File: config.mk
export PLATFORM = sky130hd
export DESIGN_NAME = iob_cache
export DESIGN_NICKNAME = d
export VERILOG_FILES = /design/src/iob_cache_pkg.sv /design/src/cache_ifs.sv /design/src/front_end.sv /design/src/cache_sequencer.sv /design/src/cache_store.sv /design/src/write_through_buffer.sv /design/src/back_end_native.sv /design/src/iob_cache.sv
export SDC_FILE = /design/constraint.sdc
export NUM_CORES = 1
export LEC_CHECK = 0
export BUFFER_PORTS_ARGS = -buffer_cell sky130_fd_sc_hd__clkbuf_2
export CAP_MARGIN = 20
export CORE_ASPECT_RATIO = 0.7
export CORE_UTILIZATION = 30
export CTS_CLUSTER_SIZE = 8
export DETAILED_ROUTE_END_ITERATION = 6
export PLACE_DENSITY = 0.49
export SYNTH_ARGS = -nofsm -noshare
export SYNTH_HDL_FRONTEND = slang
export SYNTH_SLANG_ARGS = --single-unit
File: constraint.sdc
create_clock -name clk -period 5.03 [get_ports clk]
set_input_delay 1.006 -clock clk [delete_from_list [all_inputs] [get_ports clk]]
set_output_delay 1.006 -clock clk [all_outputs]
set_load 0.01 [all_outputs]
File: src/iob_cache_pkg.sv
package iob_cache_pkg;

   //////////////////////////////
   // widths
   //////////////////////////////
   localparam int FE_ADDR_W  = 16;             // byte address
   localparam int FE_DATA_W  = 32;
   localparam int FE_BYTE_W  = $clog2(FE_DATA_W/8); // byte offset bits
   localparam int LINE_OFF_W = 3;              // 8 lines
   localparam int WORD_OFF_W = 2;              // 4 words per line

   typedef logic [FE_ADDR_W-FE_BYTE_W-1:0] fe_addr_t;    // word address
   typedef logic [FE_DATA_W-1:0]           word_t;
   typedef logic [FE_DATA_W/8-1:0]         wstrb_t;
   typedef logic [LINE_OFF_W-1:0]          line_idx_t;
   typedef logic [WORD_OFF_W-1:0]          word_off_t;
   typedef logic [FE_ADDR_W-FE_BYTE_W-LINE_OFF_W-WORD_OFF_W-1:0] tag_t;

   // sequencer states
   typedef enum logic [2:0] {S_IDLE, S_LOOKUP, S_WAIT_DRAIN, S_REFILL, S_RESPOND} seq_state_t;

endpackage

File: src/cache_ifs.sv
`timescale 1ns/1ps

// write channel, sequencer -> buffer and buffer -> back end
interface wr_chan_if import iob_cache_pkg::*; ();
   logic     valid;   // held until ready
   fe_addr_t addr;
   word_t    wdata;
   wstrb_t   wstrb;
   logic     ready;

   modport src (output valid, addr, wdata, wstrb, input ready);
   modport dst (input valid, addr, wdata, wstrb, output ready);
endinterface

// line replacement channel, sequencer <-> back end
interface refill_if import iob_cache_pkg::*; ();
   logic                                       replace_valid;
   logic [$bits(tag_t)+$bits(line_idx_t)-1:0]  replace_addr;  // tag and index
   logic                                       replace_ready; // one cycle after last word
   logic                                       read_valid;    // one pulse per word
   word_off_t                                  read_addr;
   word_t                                      read_rdata;

   modport req (output replace_valid, replace_addr,
                input replace_ready, read_valid, read_addr, read_rdata);
   modport rsp (input replace_valid, replace_addr,
                output replace_ready, read_valid, read_addr, read_rdata);
endinterface

File: src/front_end.sv
`timescale 1ns/1ps

module front_end import iob_cache_pkg::*;
(
   input  logic                 clk,
   input  logic                 rst_n,
   // master side
   input  logic                 valid,
   input  logic [FE_ADDR_W-1:0] addr,
   input  word_t                wdata,
   input  wstrb_t               wstrb,
   // from sequencer
   input  logic                 accept,
   input  logic                 resp_valid,
   input  word_t                resp_data,
   // registered request
   output fe_addr_t             req_addr,
   output word_t                req_wdata,
   output wstrb_t               req_wstrb,
   // back to master
   output word_t                rdata,
   output logic                 ready
);

   logic take;   // request accepted this edge

   assign take = valid && accept && rst_n;

   // request register, payload only
   always_ff @(posedge clk)
   begin
      if (take)
      begin
         req_addr  <= addr[FE_ADDR_W-1:FE_BYTE_W];  // drop byte offset
         req_wdata <= wdata;
         req_wstrb <= wstrb;
      end
   end

   // response passes straight through
   assign ready = resp_valid;
   assign rdata = resp_data;

endmodule

File: src/cache_sequencer.sv
`timescale 1ns/1ps

module cache_sequencer import iob_cache_pkg::*;
#(
   parameter int WORD_OFF_W = iob_cache_pkg::WORD_OFF_W
)
(
   input  logic      clk,
   input  logic      rst_n,
   input  logic      valid,
   output logic      accept,
   // registered request
   input  fe_addr_t  req_addr,
   input  word_t     req_wdata,
   input  wstrb_t    req_wstrb,
   // cache store
   input  logic      hit,
   input  word_t     hit_data,
   output logic      store_we,
   output logic      refill_we,
   output word_off_t refill_off,
   output word_t     refill_data,
   // write path
   input  logic      wtbuf_empty,
   wr_chan_if.src    wr,
   // line refill
   refill_if.req     rf,
   // response
   output logic      resp_valid,
   output word_t     resp_data
);

   seq_state_t              state, next_state;
   logic                    is_write;   // any strobe set
   logic [WORD_OFF_W-1:0]   req_off;
   word_t                   fill_word;  // requested word seen during refill

   assign is_write = |req_wstrb;
   assign req_off  = req_addr[WORD_OFF_W-1:0];

   //////////////////////////////
   // state register
   //////////////////////////////
   always_ff @(posedge clk)
   begin
      if (!rst_n)
         state <= S_IDLE;
      else
         state <= next_state;
   end

   always_comb
   begin
      next_state       = state;
      accept           = 1'b0;
      resp_valid       = 1'b0;
      store_we         = 1'b0;
      wr.valid         = 1'b0;
      rf.replace_valid = 1'b0;
      unique case (state)
         S_IDLE:
         begin
            accept = 1'b1;
            if (valid)
               next_state = S_LOOKUP;
         end
         S_LOOKUP:
         begin
            if (is_write)
            begin
               wr.valid = 1'b1;   // write-through, hit or miss
               if (wr.ready)
               begin
                  store_we   = hit;  // no allocate on miss
                  resp_valid = 1'b1;
                  next_state = S_IDLE;
               end
            end
            else if (hit)
            begin
               resp_valid = 1'b1;
               next_state = S_IDLE;
            end
            else
               next_state = S_WAIT_DRAIN;
         end
         S_WAIT_DRAIN:
         begin
            if (wtbuf_empty)   // older writes reach memory first
               next_state = S_REFILL;
         end
         S_REFILL:
         begin
            rf.replace_valid = 1'b1;
            if (rf.replace_ready)
               next_state = S_RESPOND;
         end
         S_RESPOND:
         begin
            resp_valid = 1'b1;
            next_state = S_IDLE;
         end
         default: next_state = S_IDLE;
      endcase
   end

   // write channel fields straight from request reg
   assign wr.addr  = req_addr;
   assign wr.wdata = req_wdata;
   assign wr.wstrb = req_wstrb;

   assign rf.replace_addr = req_addr[$bits(fe_addr_t)-1:WORD_OFF_W];  // line address

   //////////////////////////////
   // refill words into the store
   //////////////////////////////
   assign refill_we   = (state == S_REFILL) && rf.read_valid;
   assign refill_off  = rf.read_addr;
   assign refill_data = rf.read_rdata;

   always_ff @(posedge clk)
   begin
      if (refill_we && (refill_off == req_off))
         fill_word <= refill_data;   // catch requested word on the fly
   end

   assign resp_data = (state == S_RESPOND) ? fill_word : hit_data;

endmodule

File: src/cache_store.sv
`timescale 1ns/1ps

module cache_store import iob_cache_pkg::*;
#(
   parameter int LINE_OFF_W = iob_cache_pkg::LINE_OFF_W,
   parameter int WORD_OFF_W = iob_cache_pkg::WORD_OFF_W
)
(
   input  logic      clk,
   input  logic      rst_n,
   input  fe_addr_t  req_addr,
   input  word_t     wdata,
   input  wstrb_t    wstrb,
   input  logic      store_we,     // write hit
   input  logic      refill_we,
   input  word_off_t refill_off,
   input  word_t     refill_data,
   output logic      hit,
   output word_t     hit_data
);

   localparam int TAG_W   = $bits(fe_addr_t) - LINE_OFF_W - WORD_OFF_W;
   localparam int N_LINES = 2**LINE_OFF_W;
   localparam int N_WORDS = 2**(LINE_OFF_W+WORD_OFF_W);

   logic [N_LINES-1:0]    valid_bits;
   logic [TAG_W-1:0]      tag_mem  [N_LINES];
   word_t                 data_mem [N_WORDS];   // {index, offset}
   logic [TAG_W-1:0]      tag;
   logic [LINE_OFF_W-1:0] idx;
   logic [WORD_OFF_W-1:0] off;

   // address fields
   assign tag = req_addr[$bits(fe_addr_t)-1 -: TAG_W];
   assign idx = req_addr[WORD_OFF_W +: LINE_OFF_W];
   assign off = req_addr[WORD_OFF_W-1:0];

   // lookup
   assign hit      = valid_bits[idx] && (tag_mem[idx] == tag);
   assign hit_data = data_mem[{idx, off}];

   // valid bits, cleared on first refill word, set on last
   always_ff @(posedge clk)
   begin
      if (!rst_n)
         valid_bits <= '0;
      else if (refill_we && (refill_off == '0))
         valid_bits[idx] <= 1'b0;
      else if (refill_we && (&refill_off))
         valid_bits[idx] <= 1'b1;
   end

   always_ff @(posedge clk)
   begin
      if (refill_we && (refill_off == '0))
         tag_mem[idx] <= tag;   // new owner of the line
   end

   // data array, refill word or byte-strobed hit
   always_ff @(posedge clk)
   begin
      if (refill_we)
         data_mem[{idx, refill_off}] <= refill_data;
      else if (store_we)
      begin
         for (int b = 0; b < FE_DATA_W/8; b++)
         begin
            if (wstrb[b])
               data_mem[{idx, off}][8*b +: 8] <= wdata[8*b +: 8];
         end
      end
   end

endmodule

File: src/write_through_buffer.sv
`timescale 1ns/1ps

module write_through_buffer import iob_cache_pkg::*;
#(
   parameter int WTBUF_DEPTH_W = 2
)
(
   input  logic   clk,
   input  logic   rst_n,
   wr_chan_if.dst in_ch,
   wr_chan_if.src out_ch,
   output logic   empty
);

   localparam int DEPTH = 2**WTBUF_DEPTH_W;

   fe_addr_t                 addr_mem [DEPTH];
   word_t                    data_mem [DEPTH];
   wstrb_t                   strb_mem [DEPTH];
   logic [WTBUF_DEPTH_W-1:0] wptr, rptr;
   logic [WTBUF_DEPTH_W:0]   count;         // one extra bit for full
   logic                     full, push, pop;

   assign full  = count == (WTBUF_DEPTH_W+1)'(DEPTH);
   assign empty = count == '0;

   assign in_ch.ready  = !full || out_ch.ready;   // full still takes one if popping
   assign out_ch.valid = !empty;
   assign push = in_ch.valid && in_ch.ready;
   assign pop  = out_ch.valid && out_ch.ready;

   // head entry
   assign out_ch.addr  = addr_mem[rptr];
   assign out_ch.wdata = data_mem[rptr];
   assign out_ch.wstrb = strb_mem[rptr];

   always_ff @(posedge clk)
   begin
      if (push)
      begin
         addr_mem[wptr] <= in_ch.addr;
         data_mem[wptr] <= in_ch.wdata;
         strb_mem[wptr] <= in_ch.wstrb;
      end
   end

   // pointers and fill level
   always_ff @(posedge clk)
   begin
      if (!rst_n)
      begin
         wptr  <= '0;
         rptr  <= '0;
         count <= '0;
      end
      else
      begin
         if (push)
            wptr <= wptr + 1'b1;   // wraps
         if (pop)
            rptr <= rptr + 1'b1;
         if (push && !pop)
            count <= count + 1'b1;
         else if (pop && !push)
            count <= count - 1'b1;
      end
   end

endmodule

File: src/back_end_native.sv
`timescale 1ns/1ps

module back_end_native import iob_cache_pkg::*;
#(
   parameter int WORD_OFF_W = iob_cache_pkg::WORD_OFF_W
)
(
   input  logic                 clk,
   input  logic                 rst_n,
   wr_chan_if.dst               wr,
   refill_if.rsp                rf,
   // native memory port
   output logic                 mem_valid,
   output logic [FE_ADDR_W-1:0] mem_addr,
   output word_t                mem_wdata,
   output wstrb_t               mem_wstrb,
   input  word_t                mem_rdata,
   input  logic                 mem_ready
);

   typedef enum logic [1:0] {BE_IDLE, BE_REFILL, BE_WRITE} be_state_t;

   be_state_t             state;
   logic [WORD_OFF_W-1:0] cnt;   // refill word counter

   //////////////////////////////
   // transaction sequencing
   //////////////////////////////
   always_ff @(posedge clk)
   begin
      if (!rst_n)
      begin
         state            <= BE_IDLE;
         cnt              <= '0;
         rf.replace_ready <= 1'b0;
      end
      else
      begin
         rf.replace_ready <= 1'b0;   // single pulse
         unique case (state)
            BE_IDLE:
            begin
               // refill wins, but not again in its own ready cycle
               if (rf.replace_valid && !rf.replace_ready)
               begin
                  state <= BE_REFILL;
                  cnt   <= '0;
               end
               else if (wr.valid)
                  state <= BE_WRITE;
            end
            BE_REFILL:
            begin
               if (mem_ready)
               begin
                  cnt <= cnt + 1'b1;
                  if (&cnt)   // last word of line
                  begin
                     state            <= BE_IDLE;
                     rf.replace_ready <= 1'b1;
                  end
               end
            end
            BE_WRITE:
            begin
               if (mem_ready)
                  state <= BE_IDLE;
            end
            default: state <= BE_IDLE;
         endcase
      end
   end

   // memory request, word address -> byte address
   always_comb
   begin
      mem_valid     = state != BE_IDLE;
      mem_addr      = {wr.addr, {FE_BYTE_W{1'b0}}};
      mem_wdata     = wr.wdata;
      mem_wstrb     = wr.wstrb;
      wr.ready      = 1'b0;
      rf.read_valid = 1'b0;
      if (state == BE_REFILL)
      begin
         mem_addr      = {rf.replace_addr, cnt, {FE_BYTE_W{1'b0}}};
         mem_wdata     = '0;
         mem_wstrb     = '0;          // read
         rf.read_valid = mem_ready;
      end
      else if (state == BE_WRITE)
         wr.ready = mem_ready;        // pop only when memory took it
   end

   assign rf.read_addr  = cnt;
   assign rf.read_rdata = mem_rdata;

endmodule

File: src/iob_cache.sv
`timescale 1ns/1ps

module iob_cache import iob_cache_pkg::*;
#(
   parameter int LINE_OFF_W    = iob_cache_pkg::LINE_OFF_W,
   parameter int WORD_OFF_W    = iob_cache_pkg::WORD_OFF_W,
   parameter int WTBUF_DEPTH_W = 2
)
(
   input  logic                 clk,
   input  logic                 rst_n,
   // master port
   input  logic                 valid,
   input  logic [FE_ADDR_W-1:0] addr,
   input  word_t                wdata,
   input  wstrb_t               wstrb,
   output word_t                rdata,
   output logic                 ready,
   // memory port
   output logic                 mem_valid,
   output logic [FE_ADDR_W-1:0] mem_addr,
   output word_t                mem_wdata,
   output wstrb_t               mem_wstrb,
   input  word_t                mem_rdata,
   input  logic                 mem_ready
);

   fe_addr_t  req_addr;
   word_t     req_wdata, resp_data, hit_data, refill_data;
   wstrb_t    req_wstrb;
   logic      accept, resp_valid, hit, store_we, refill_we, wtbuf_empty;
   word_off_t refill_off;

   wr_chan_if seq_wr ();   // sequencer -> buffer
   wr_chan_if buf_wr ();   // buffer -> back end
   refill_if  rf ();

   //////////////////////////////
   // front end and control
   //////////////////////////////
   front_end u_front_end (.clk, .rst_n, .valid, .addr, .wdata, .wstrb, .accept,
      .resp_valid, .resp_data, .req_addr, .req_wdata, .req_wstrb, .rdata, .ready);

   cache_sequencer #(.WORD_OFF_W(WORD_OFF_W)) u_cache_sequencer (.clk, .rst_n, .valid,
      .accept, .req_addr, .req_wdata, .req_wstrb, .hit, .hit_data, .store_we, .refill_we,
      .refill_off, .refill_data, .wtbuf_empty, .wr(seq_wr.src), .rf(rf.req), .resp_valid,
      .resp_data);

   // tag and data store
   cache_store #(.LINE_OFF_W(LINE_OFF_W), .WORD_OFF_W(WORD_OFF_W)) u_cache_store (.clk,
      .rst_n, .req_addr, .wdata(req_wdata), .wstrb(req_wstrb), .store_we, .refill_we,
      .refill_off, .refill_data, .hit, .hit_data);

   //////////////////////////////
   // memory side
   //////////////////////////////
   write_through_buffer #(.WTBUF_DEPTH_W(WTBUF_DEPTH_W)) u_wtbuf (.clk, .rst_n,
      .in_ch(seq_wr.dst), .out_ch(buf_wr.src), .empty(wtbuf_empty));

   back_end_native #(.WORD_OFF_W(WORD_OFF_W)) u_back_end (.clk, .rst_n, .wr(buf_wr.dst),
      .rf(rf.rsp), .mem_valid, .mem_addr, .mem_wdata, .mem_wstrb, .mem_rdata, .mem_ready);

endmodule

Word-level counts from Yosys, hierarchy flattened
Memory sizes are Yosys's and may differ from the RTL's. A register that Yosys moved wholly into a read port is not among the register bits.
Cells that the tools add are included.
{ "word_totals": {"output_inout_bits": 86, "input_bits": 88, "mem_bits_rw": 1296, "n_memories": 5, "word_cells": 155, "regBits": 105} }
{ "mem_list": {"columns": ["memory", "depth", "width", "read_ports", "rd_ports_with_merged_regs", "write_ports", "line_no", "text"], "rows": [
  ["u_cache_store.data_mem", 32, 32, 1, 1, 1, "cache_store.sv:28", "word_t data_mem [N_WORDS];"],
  ["u_wtbuf.data_mem", 4, 32, 1, 1, 1, "write_through_buffer.sv:18", "word_t data_mem [DEPTH];"],
  ["u_cache_store.tag_mem", 8, 9, 1, 1, 1, "cache_store.sv:27", "logic [TAG_W-1:0] tag_mem [N_LINES];"],
  ["u_wtbuf.addr_mem", 4, 14, 1, 1, 1, "write_through_buffer.sv:17", "fe_addr_t addr_mem [DEPTH];"],
  ["u_wtbuf.strb_mem", 4, 4, 1, 1, 1, "write_through_buffer.sv:19", "wstrb_t strb_mem [DEPTH];"]
]} }
{ "classes": {"addsub": 5, "bitwise_logic": 3, "muxes": 76, "reduce_logical": 34, "eq_ne": 18, "order_cmp": 2} }
{ "ops": {"columns": ["cell", "n"], "rows": [
  ["$mux W32", 3],
  ["$mux W1", 38],
  ["$reduce_or A32 Y1", 1],
  ["$mux W2", 14],
  ["$mux W3", 8],
  ["$mux W16", 1],
  ["$mux W8", 2],
  ["$logic_and A1 B1 Y1", 13],
  ["$pmux W3 S4", 1],
  ["$mux W5", 2],
  ["$eq A9 B9 Y1", 1],
  ["$and A8 B8 Y8", 1],
  ["$mux W4", 2],
  ["$ne A2 B1 Y1 const B", 4],
  ["$not A8 Y8", 1],
  ["$or A8 B8 Y8", 1],
  ["$reduce_and A4 Y1", 2],
  ["$reduce_bool A2 Y1", 4],
  ["$add A2 B1 Y2 const B", 3],
  ["$eq A3 B2 Y1 const B", 2],
  ["$eq A3 B3 Y1 const B", 2],
  ["$logic_not A3 Y1", 2],
  ["$ne A2 B2 Y1 const B", 3],
  ["$ne A3 B2 Y1 const B", 2],
  ["19 further kinds", 25]
]} }

Longest topological paths before layout
{ "depth": {"word_depth": 12, "ltp_mapped": 11, "ltp_nobuf": 9} }

Modules after synthesis
Synthesis repeated with hierarchy kept, for this count alone.
{ "unflattened": {"cells_unflattened": 2703, "hier_area_um2": 55534.5} }
{ "by_module_without_submodules": {"columns": ["module", "area_per_inst_um2", "seq_area_each_um2", "n_inst", "cells_per_inst"], "rows": [
  ["cache_store", 42772.3, 33071.7, 1, 1967],
  ["write_through_buffer", 7663.6, 6185.9, 1, 311],
  ["cache_sequencer", 2339.7, 1021.0, 1, 189],
  ["front_end", 1755.4, 1501.4, 1, 84],
  ["back_end_native", 1003.5, 100.1, 1, 152]
]} }

Worst setup path after synthesis
Ideal clock, no wire load.
{ "synth_path": {"path_kind": "in2reg", "startpoint": "input mem_ready", "endpoint": "register u_cache_sequencer.fill_word[0] (enable)", "path_buffers": 1, "path_stages": 3, "setup_ns": 0.461, "slack_ns": 0.929, "required_time_ns": 4.569, "arrival_ns": 3.640, "path_cell_list": "clkbuf_1 -> nand3_1 -> nor3_1"} }
{ "synth_via": {"elab_chain_len": 3} }
{ "synth_lines": {"columns": ["item", "line_no", "text"], "rows": [
  ["start: declaration", "iob_cache.sv:25", "input logic mem_ready"],
  ["$mux W1", "back_end_native.sv:83", "if (state == BE_REFILL)"],
  ["$logic_and A1 B1 Y1", "cache_sequencer.sv:117", "assign refill_we = (state == S_REFILL) && rf.read_valid;"],
  ["$logic_and A1 B1 Y1", "cache_sequencer.sv:123", "if (refill_we && (refill_off == req_off))"],
  ["end signal: assignment", "cache_sequencer.sv:124", "fill_word <= refill_data;"],
  ["end: declaration", "cache_sequencer.sv:36", "word_t fill_word;"]
]} }
No other way between the ends.
A chain may end at the register's enable or synchronous reset.

==> flow_metrics.py <==
metrics = {
    "synthesis": {
        "synthDistinctLibCells": 49,
        "synthDominantCellAreaShare_pct": 75.5,
        "synthesis_warning_total": 0,
        "seq_area_frac_synth_pct": 76.5,
        "synth_most_common_cell": "sky130_fd_sc_hd__edfxtp_1",
        "syn_inst": 2485,
        "cell_types_with_the_largest_area_share_after_synthesis": "sky130_fd_sc_hd__edfxtp_1 75%, sky130_fd_sc_hd__mux4_2 16%, sky130_fd_sc_hd__dfxtp_1 1.1%",
        "post_synth_most_frequent_cells": "1378 x sky130_fd_sc_hd__edfxtp_1, 384 x sky130_fd_sc_hd__mux4_2, 100 x sky130_fd_sc_hd__nor2_1, 90 x sky130_fd_sc_hd__clkbuf_1, 76 x sky130_fd_sc_hd__a21oi_1",
        "synth_async_sr_flop_share_pct": 0,
        "synth_flop_cell": "sky130_fd_sc_hd__edfxtp_1",
        "yosysTopAreaCell": "sky130_fd_sc_hd__edfxtp_1",
        "synth_edf_count": 1378,
        "synth_seq_cells": 1408,
        "syn_area_um2": 54800,
        "avgSynthCellArea_um2": 22.1,
    },
    "setup_path": {
        "worstPathArrival_ps": 3790,
        "worst_setup_path_end_kind": "output pin",
        "critPathKind": "reg -> out",
        "timing.critical_path.fanout_max": 43,
        "cpMaxStageDelayCell": "sky130_fd_sc_hd__mux4_2",
        "max_stage_delay_ps": 510,
        "ff2ff_setup_slack_ps": 570,
        "rr_worst_depth": 7,
        "critical_path.reg2reg.endpoint": "u_cache_store.data_mem[2][24]",
        "timing.critical_path.from_type": "flop",
        "crit_path_cell_trace": "buf_12, buf_4, buf_4, mux4_2, mux4_2, mux2i_1, o21ai_0, clkbuf_2",
        "cp.required_ps": 4020,
    },
    "placed_design": {
        "io_buffers": 169,
        "dp_slack_ps": 582,
        "gpl.final_weighted_congestion": 0.766,
        "place_hpwl_mm": 91.0,
    },
    "floorplan": {
        "io_pins": 174,
        "initial_utilization_pct": 30.4,
        "die_h_um": 360,
        "rows": 130,
        "core_um2": 181000,
        "die_area_um2": 185000,
        "die_extent_in_x_um": 513,
    },
    "status": {
        "status": "finished, final reports clean",
    },
    "clock_network": {
        "cts_hold_repair.buffers": 0,
        "clk_transition_reported_paths_ps": 50,
        "clock_insertion_delay_worst_skew_ps": 790,
        "cts-root-buf": "sky130_fd_sc_hd__clkbuf_16",
        "numCtsBuffers": 194,
        "number_of_clock_sinks_seen_by_cts": 1408,
        "ctsHtreeMaxLevel": 4,
        "tritoncts": "done",
        "clock_path_buffers": 3,
    },
    "sta": {
        "finClkSkew_ps": 29.6,
        "timing_worst_slew_pin_value_ps": 961,
        "min_period_ps": 4800,
        "layout_worst_path_cycle_share_pct": 95.4,
        "post-route-worst-setup-slack_ps": 231,
        "setup_tns_ps": 0,
        "finalMaxSlewViolations": 0,
        "relSlewSlack_pct": 36.0,
        "setup_repair_after_global_routing_missed_its_margin": "no",
        "hold_violations": 0,
        "max_clock_freq_mhz": 208,
        "setup_viol": 0,
    },
    "min_path": {
        "holdPathEnd": "u_front_end.req_wdata[31]",
        "timing.hold.worst.start": "wdata[31]",
        "hold_path_depth": 1,
        "timing.hold.worst.class": "in -> reg",
    },
    "final_layout": {
        "layout.nets": 3000,
        "final_layout_size_suffix_gt1_share_pct": 35.4,
        "syn_to_final_growth_pct": 18.8,
    },
    "detailed_routing": {
        "totalWireLength_mm": 140,
        "first_iter_violations": 2323,
        "avgViaCountPerCell": 5.00,
        "routedWlPerCell_um": 26.3,
        "count_of_unresolved_drc_violations_after_routing": 0,
        "detailroute.via_count": 26684,
        "detail-route-antenna-nets": 0,
        "drt-pass1-iter-count": 5,
    },
    "grt": {
        "grt_pass1_wl_mm": 199,
        "initial_antenna_violation_count": 10,
        "grt_pass1_vias": 27485,
        "grt_overflow_total": 0,
        "track_usage_pct": 15.1,
        "grt_start_max_net_pins": 93,
    },
    "power": {
        "post-layout-total-power_w": 0.0268,
        "leakage_power_nw": 20.7,
        "power_per_cell_area_nw_per_um2": 411,
        "worst_ir_drop_vdd_v": 0.000268,
    },
    "job": {
        "maxCapViolations": 0,
    },
}
## power breakdown
part	internal [W]	total (W)	switching [W]
Combinational	0.000869	0.00196	0.00109
Sequential	0.0130	0.0132	0.000149
Clock	0.00705	0.0117	0.00463
## critical path, delay by kind of cell (launching register included)
kind,cells,cell delay (ps)
multiplexers,3,1130
flip-flops,1,400
AO/OA/AOI/OAI,1,130
buffers and inverters,4,1280
## cell usage in the layout, fill, tap and decap left out, types with 4 or more instances in the layout
cell type                   synthesis  routed
sky130_fd_sc_hd__mux2i_1           53      51
sky130_fd_sc_hd__buf_12             0      11
sky130_fd_sc_hd__nand2_1           54      54
sky130_fd_sc_hd__nand2b_1           4       4
sky130_fd_sc_hd__buf_6              1       5
sky130_fd_sc_hd__nor2b_1           47      46
sky130_fd_sc_hd__a22oi_1            5       5
sky130_fd_sc_hd__buf_4              5     178
sky130_fd_sc_hd__nor2_1           100      99
sky130_fd_sc_hd__diode_2            0       4
sky130_fd_sc_hd__nand3b_1           7       7
sky130_fd_sc_hd__dfxtp_4            0       6
sky130_fd_sc_hd__nand3_1           13      12
sky130_fd_sc_hd__edfxtp_1        1378    1378
sky130_fd_sc_hd__nand4_4            9       9
sky130_fd_sc_hd__and2_2             0       4
sky130_fd_sc_hd__inv_1             13      12
sky130_fd_sc_hd__mux4_2           384     384
sky130_fd_sc_hd__xor2_1             8       8
sky130_fd_sc_hd__clkbuf_16          0     200
sky130_fd_sc_hd__dfxtp_1           30      23
sky130_fd_sc_hd__clkbuf_2           0     169
sky130_fd_sc_hd__and2_1            10       5
sky130_fd_sc_hd__mux2_2            44      44
sky130_fd_sc_hd__o21ai_0           34      34
sky130_fd_sc_hd__ha_1               7       7
sky130_fd_sc_hd__nor3_1            11      10
sky130_fd_sc_hd__o221a_2            8       8
sky130_fd_sc_hd__and4_1             4       4
sky130_fd_sc_hd__a41oi_1            7       5
sky130_fd_sc_hd__clkbuf_1          90      44
sky130_fd_sc_hd__a21oi_1           76      76
sky130_fd_sc_hd__xnor2_1            5       5
## worst max-delay path by stage
stage | end | slack [ps]
finish | rdata[10] | 230
global placement | u_cache_store.data_mem[22][24] | 760
floorplan | u_cache_sequencer.fill_word[0] | 930
CTS | rdata[10] | 30
detailed placement | u_cache_store.data_mem[2][30] | 580
global route | rdata[10] | 90
## logic make-up (layout without fill, tap and decap cells)
group | count (synthesis) | in the layout | share of synthesized area [%]
other cells | 1 | 6 | 0.00684
fa+ha+maj | 8 | 8 | 0.196
flops | 1408 | 1408 | 76.5
simple gates | 273 | 273 | 2.69
buf+inv | 157 | 632 | 1.15
mux | 484 | 484 | 17.7
compound gates | 141 | 141 | 1.49
xor+xnor | 13 | 13 | 0.208
## area by class of cell
type / count / area (µm²)
fill: 16408 / 115000
sequential: 1408 / 42000
multi-input combinational: 921 / 12300
clock buffer: 244 / 5170
tap: 2376 / 2970
timing repair buffer: 366 / 2530
clock inverter: 9 / 144
inverter: 13 / 48.8
antenna: 4 / 10.0
## routing by layer
metal / vias to the layer above / part of all wire [%] / GRT usage, %
li1: 11192 / - / -
met1: 14293 / 46 / 22.2
met2: 994 / 44 / 21.9
met3: 203 / 7.4 / 3.97
met4: 2 / 2.3 / 4.48
met5: - / 0.0064 / 0
## metrics by stage
stage | cell area, µm² | utilization, % | hold WS (ps) | std cells
floorplan | 54800 | - | 471 | 2486
global placement | 59700 | 33.0 | 491 | 5071
detailed placement | 59700 | 33.1 | 494 | 5076
CTS | 65000 | 36.0 | 312 | 5329
global route | 65200 | 36.1 | 329 | 5339
finish | 65200 | 36.1 | 390 | 5341
## flip-flops by register name (all words and copies together), names as in the netlist, 4 cells and up, named ones only
name	count
u_front_end.req_addr	14
u_cache_store.tag_mem	72
u_cache_store.data_mem	1024
u_front_end.req_wstrb	4
u_front_end.req_wdata	32
u_wtbuf.data_mem	128
u_cache_sequencer.fill_word	32
u_wtbuf.strb_mem	16
u_wtbuf.addr_mem	56
## what timing repair did
action                     4_1_cts  5_1_grt
gates resized for setup          0        3
setup endpoints to repair        0       10
buffers inserted                 0        4
No activity file was read; power rests on OpenSTA's default activity.
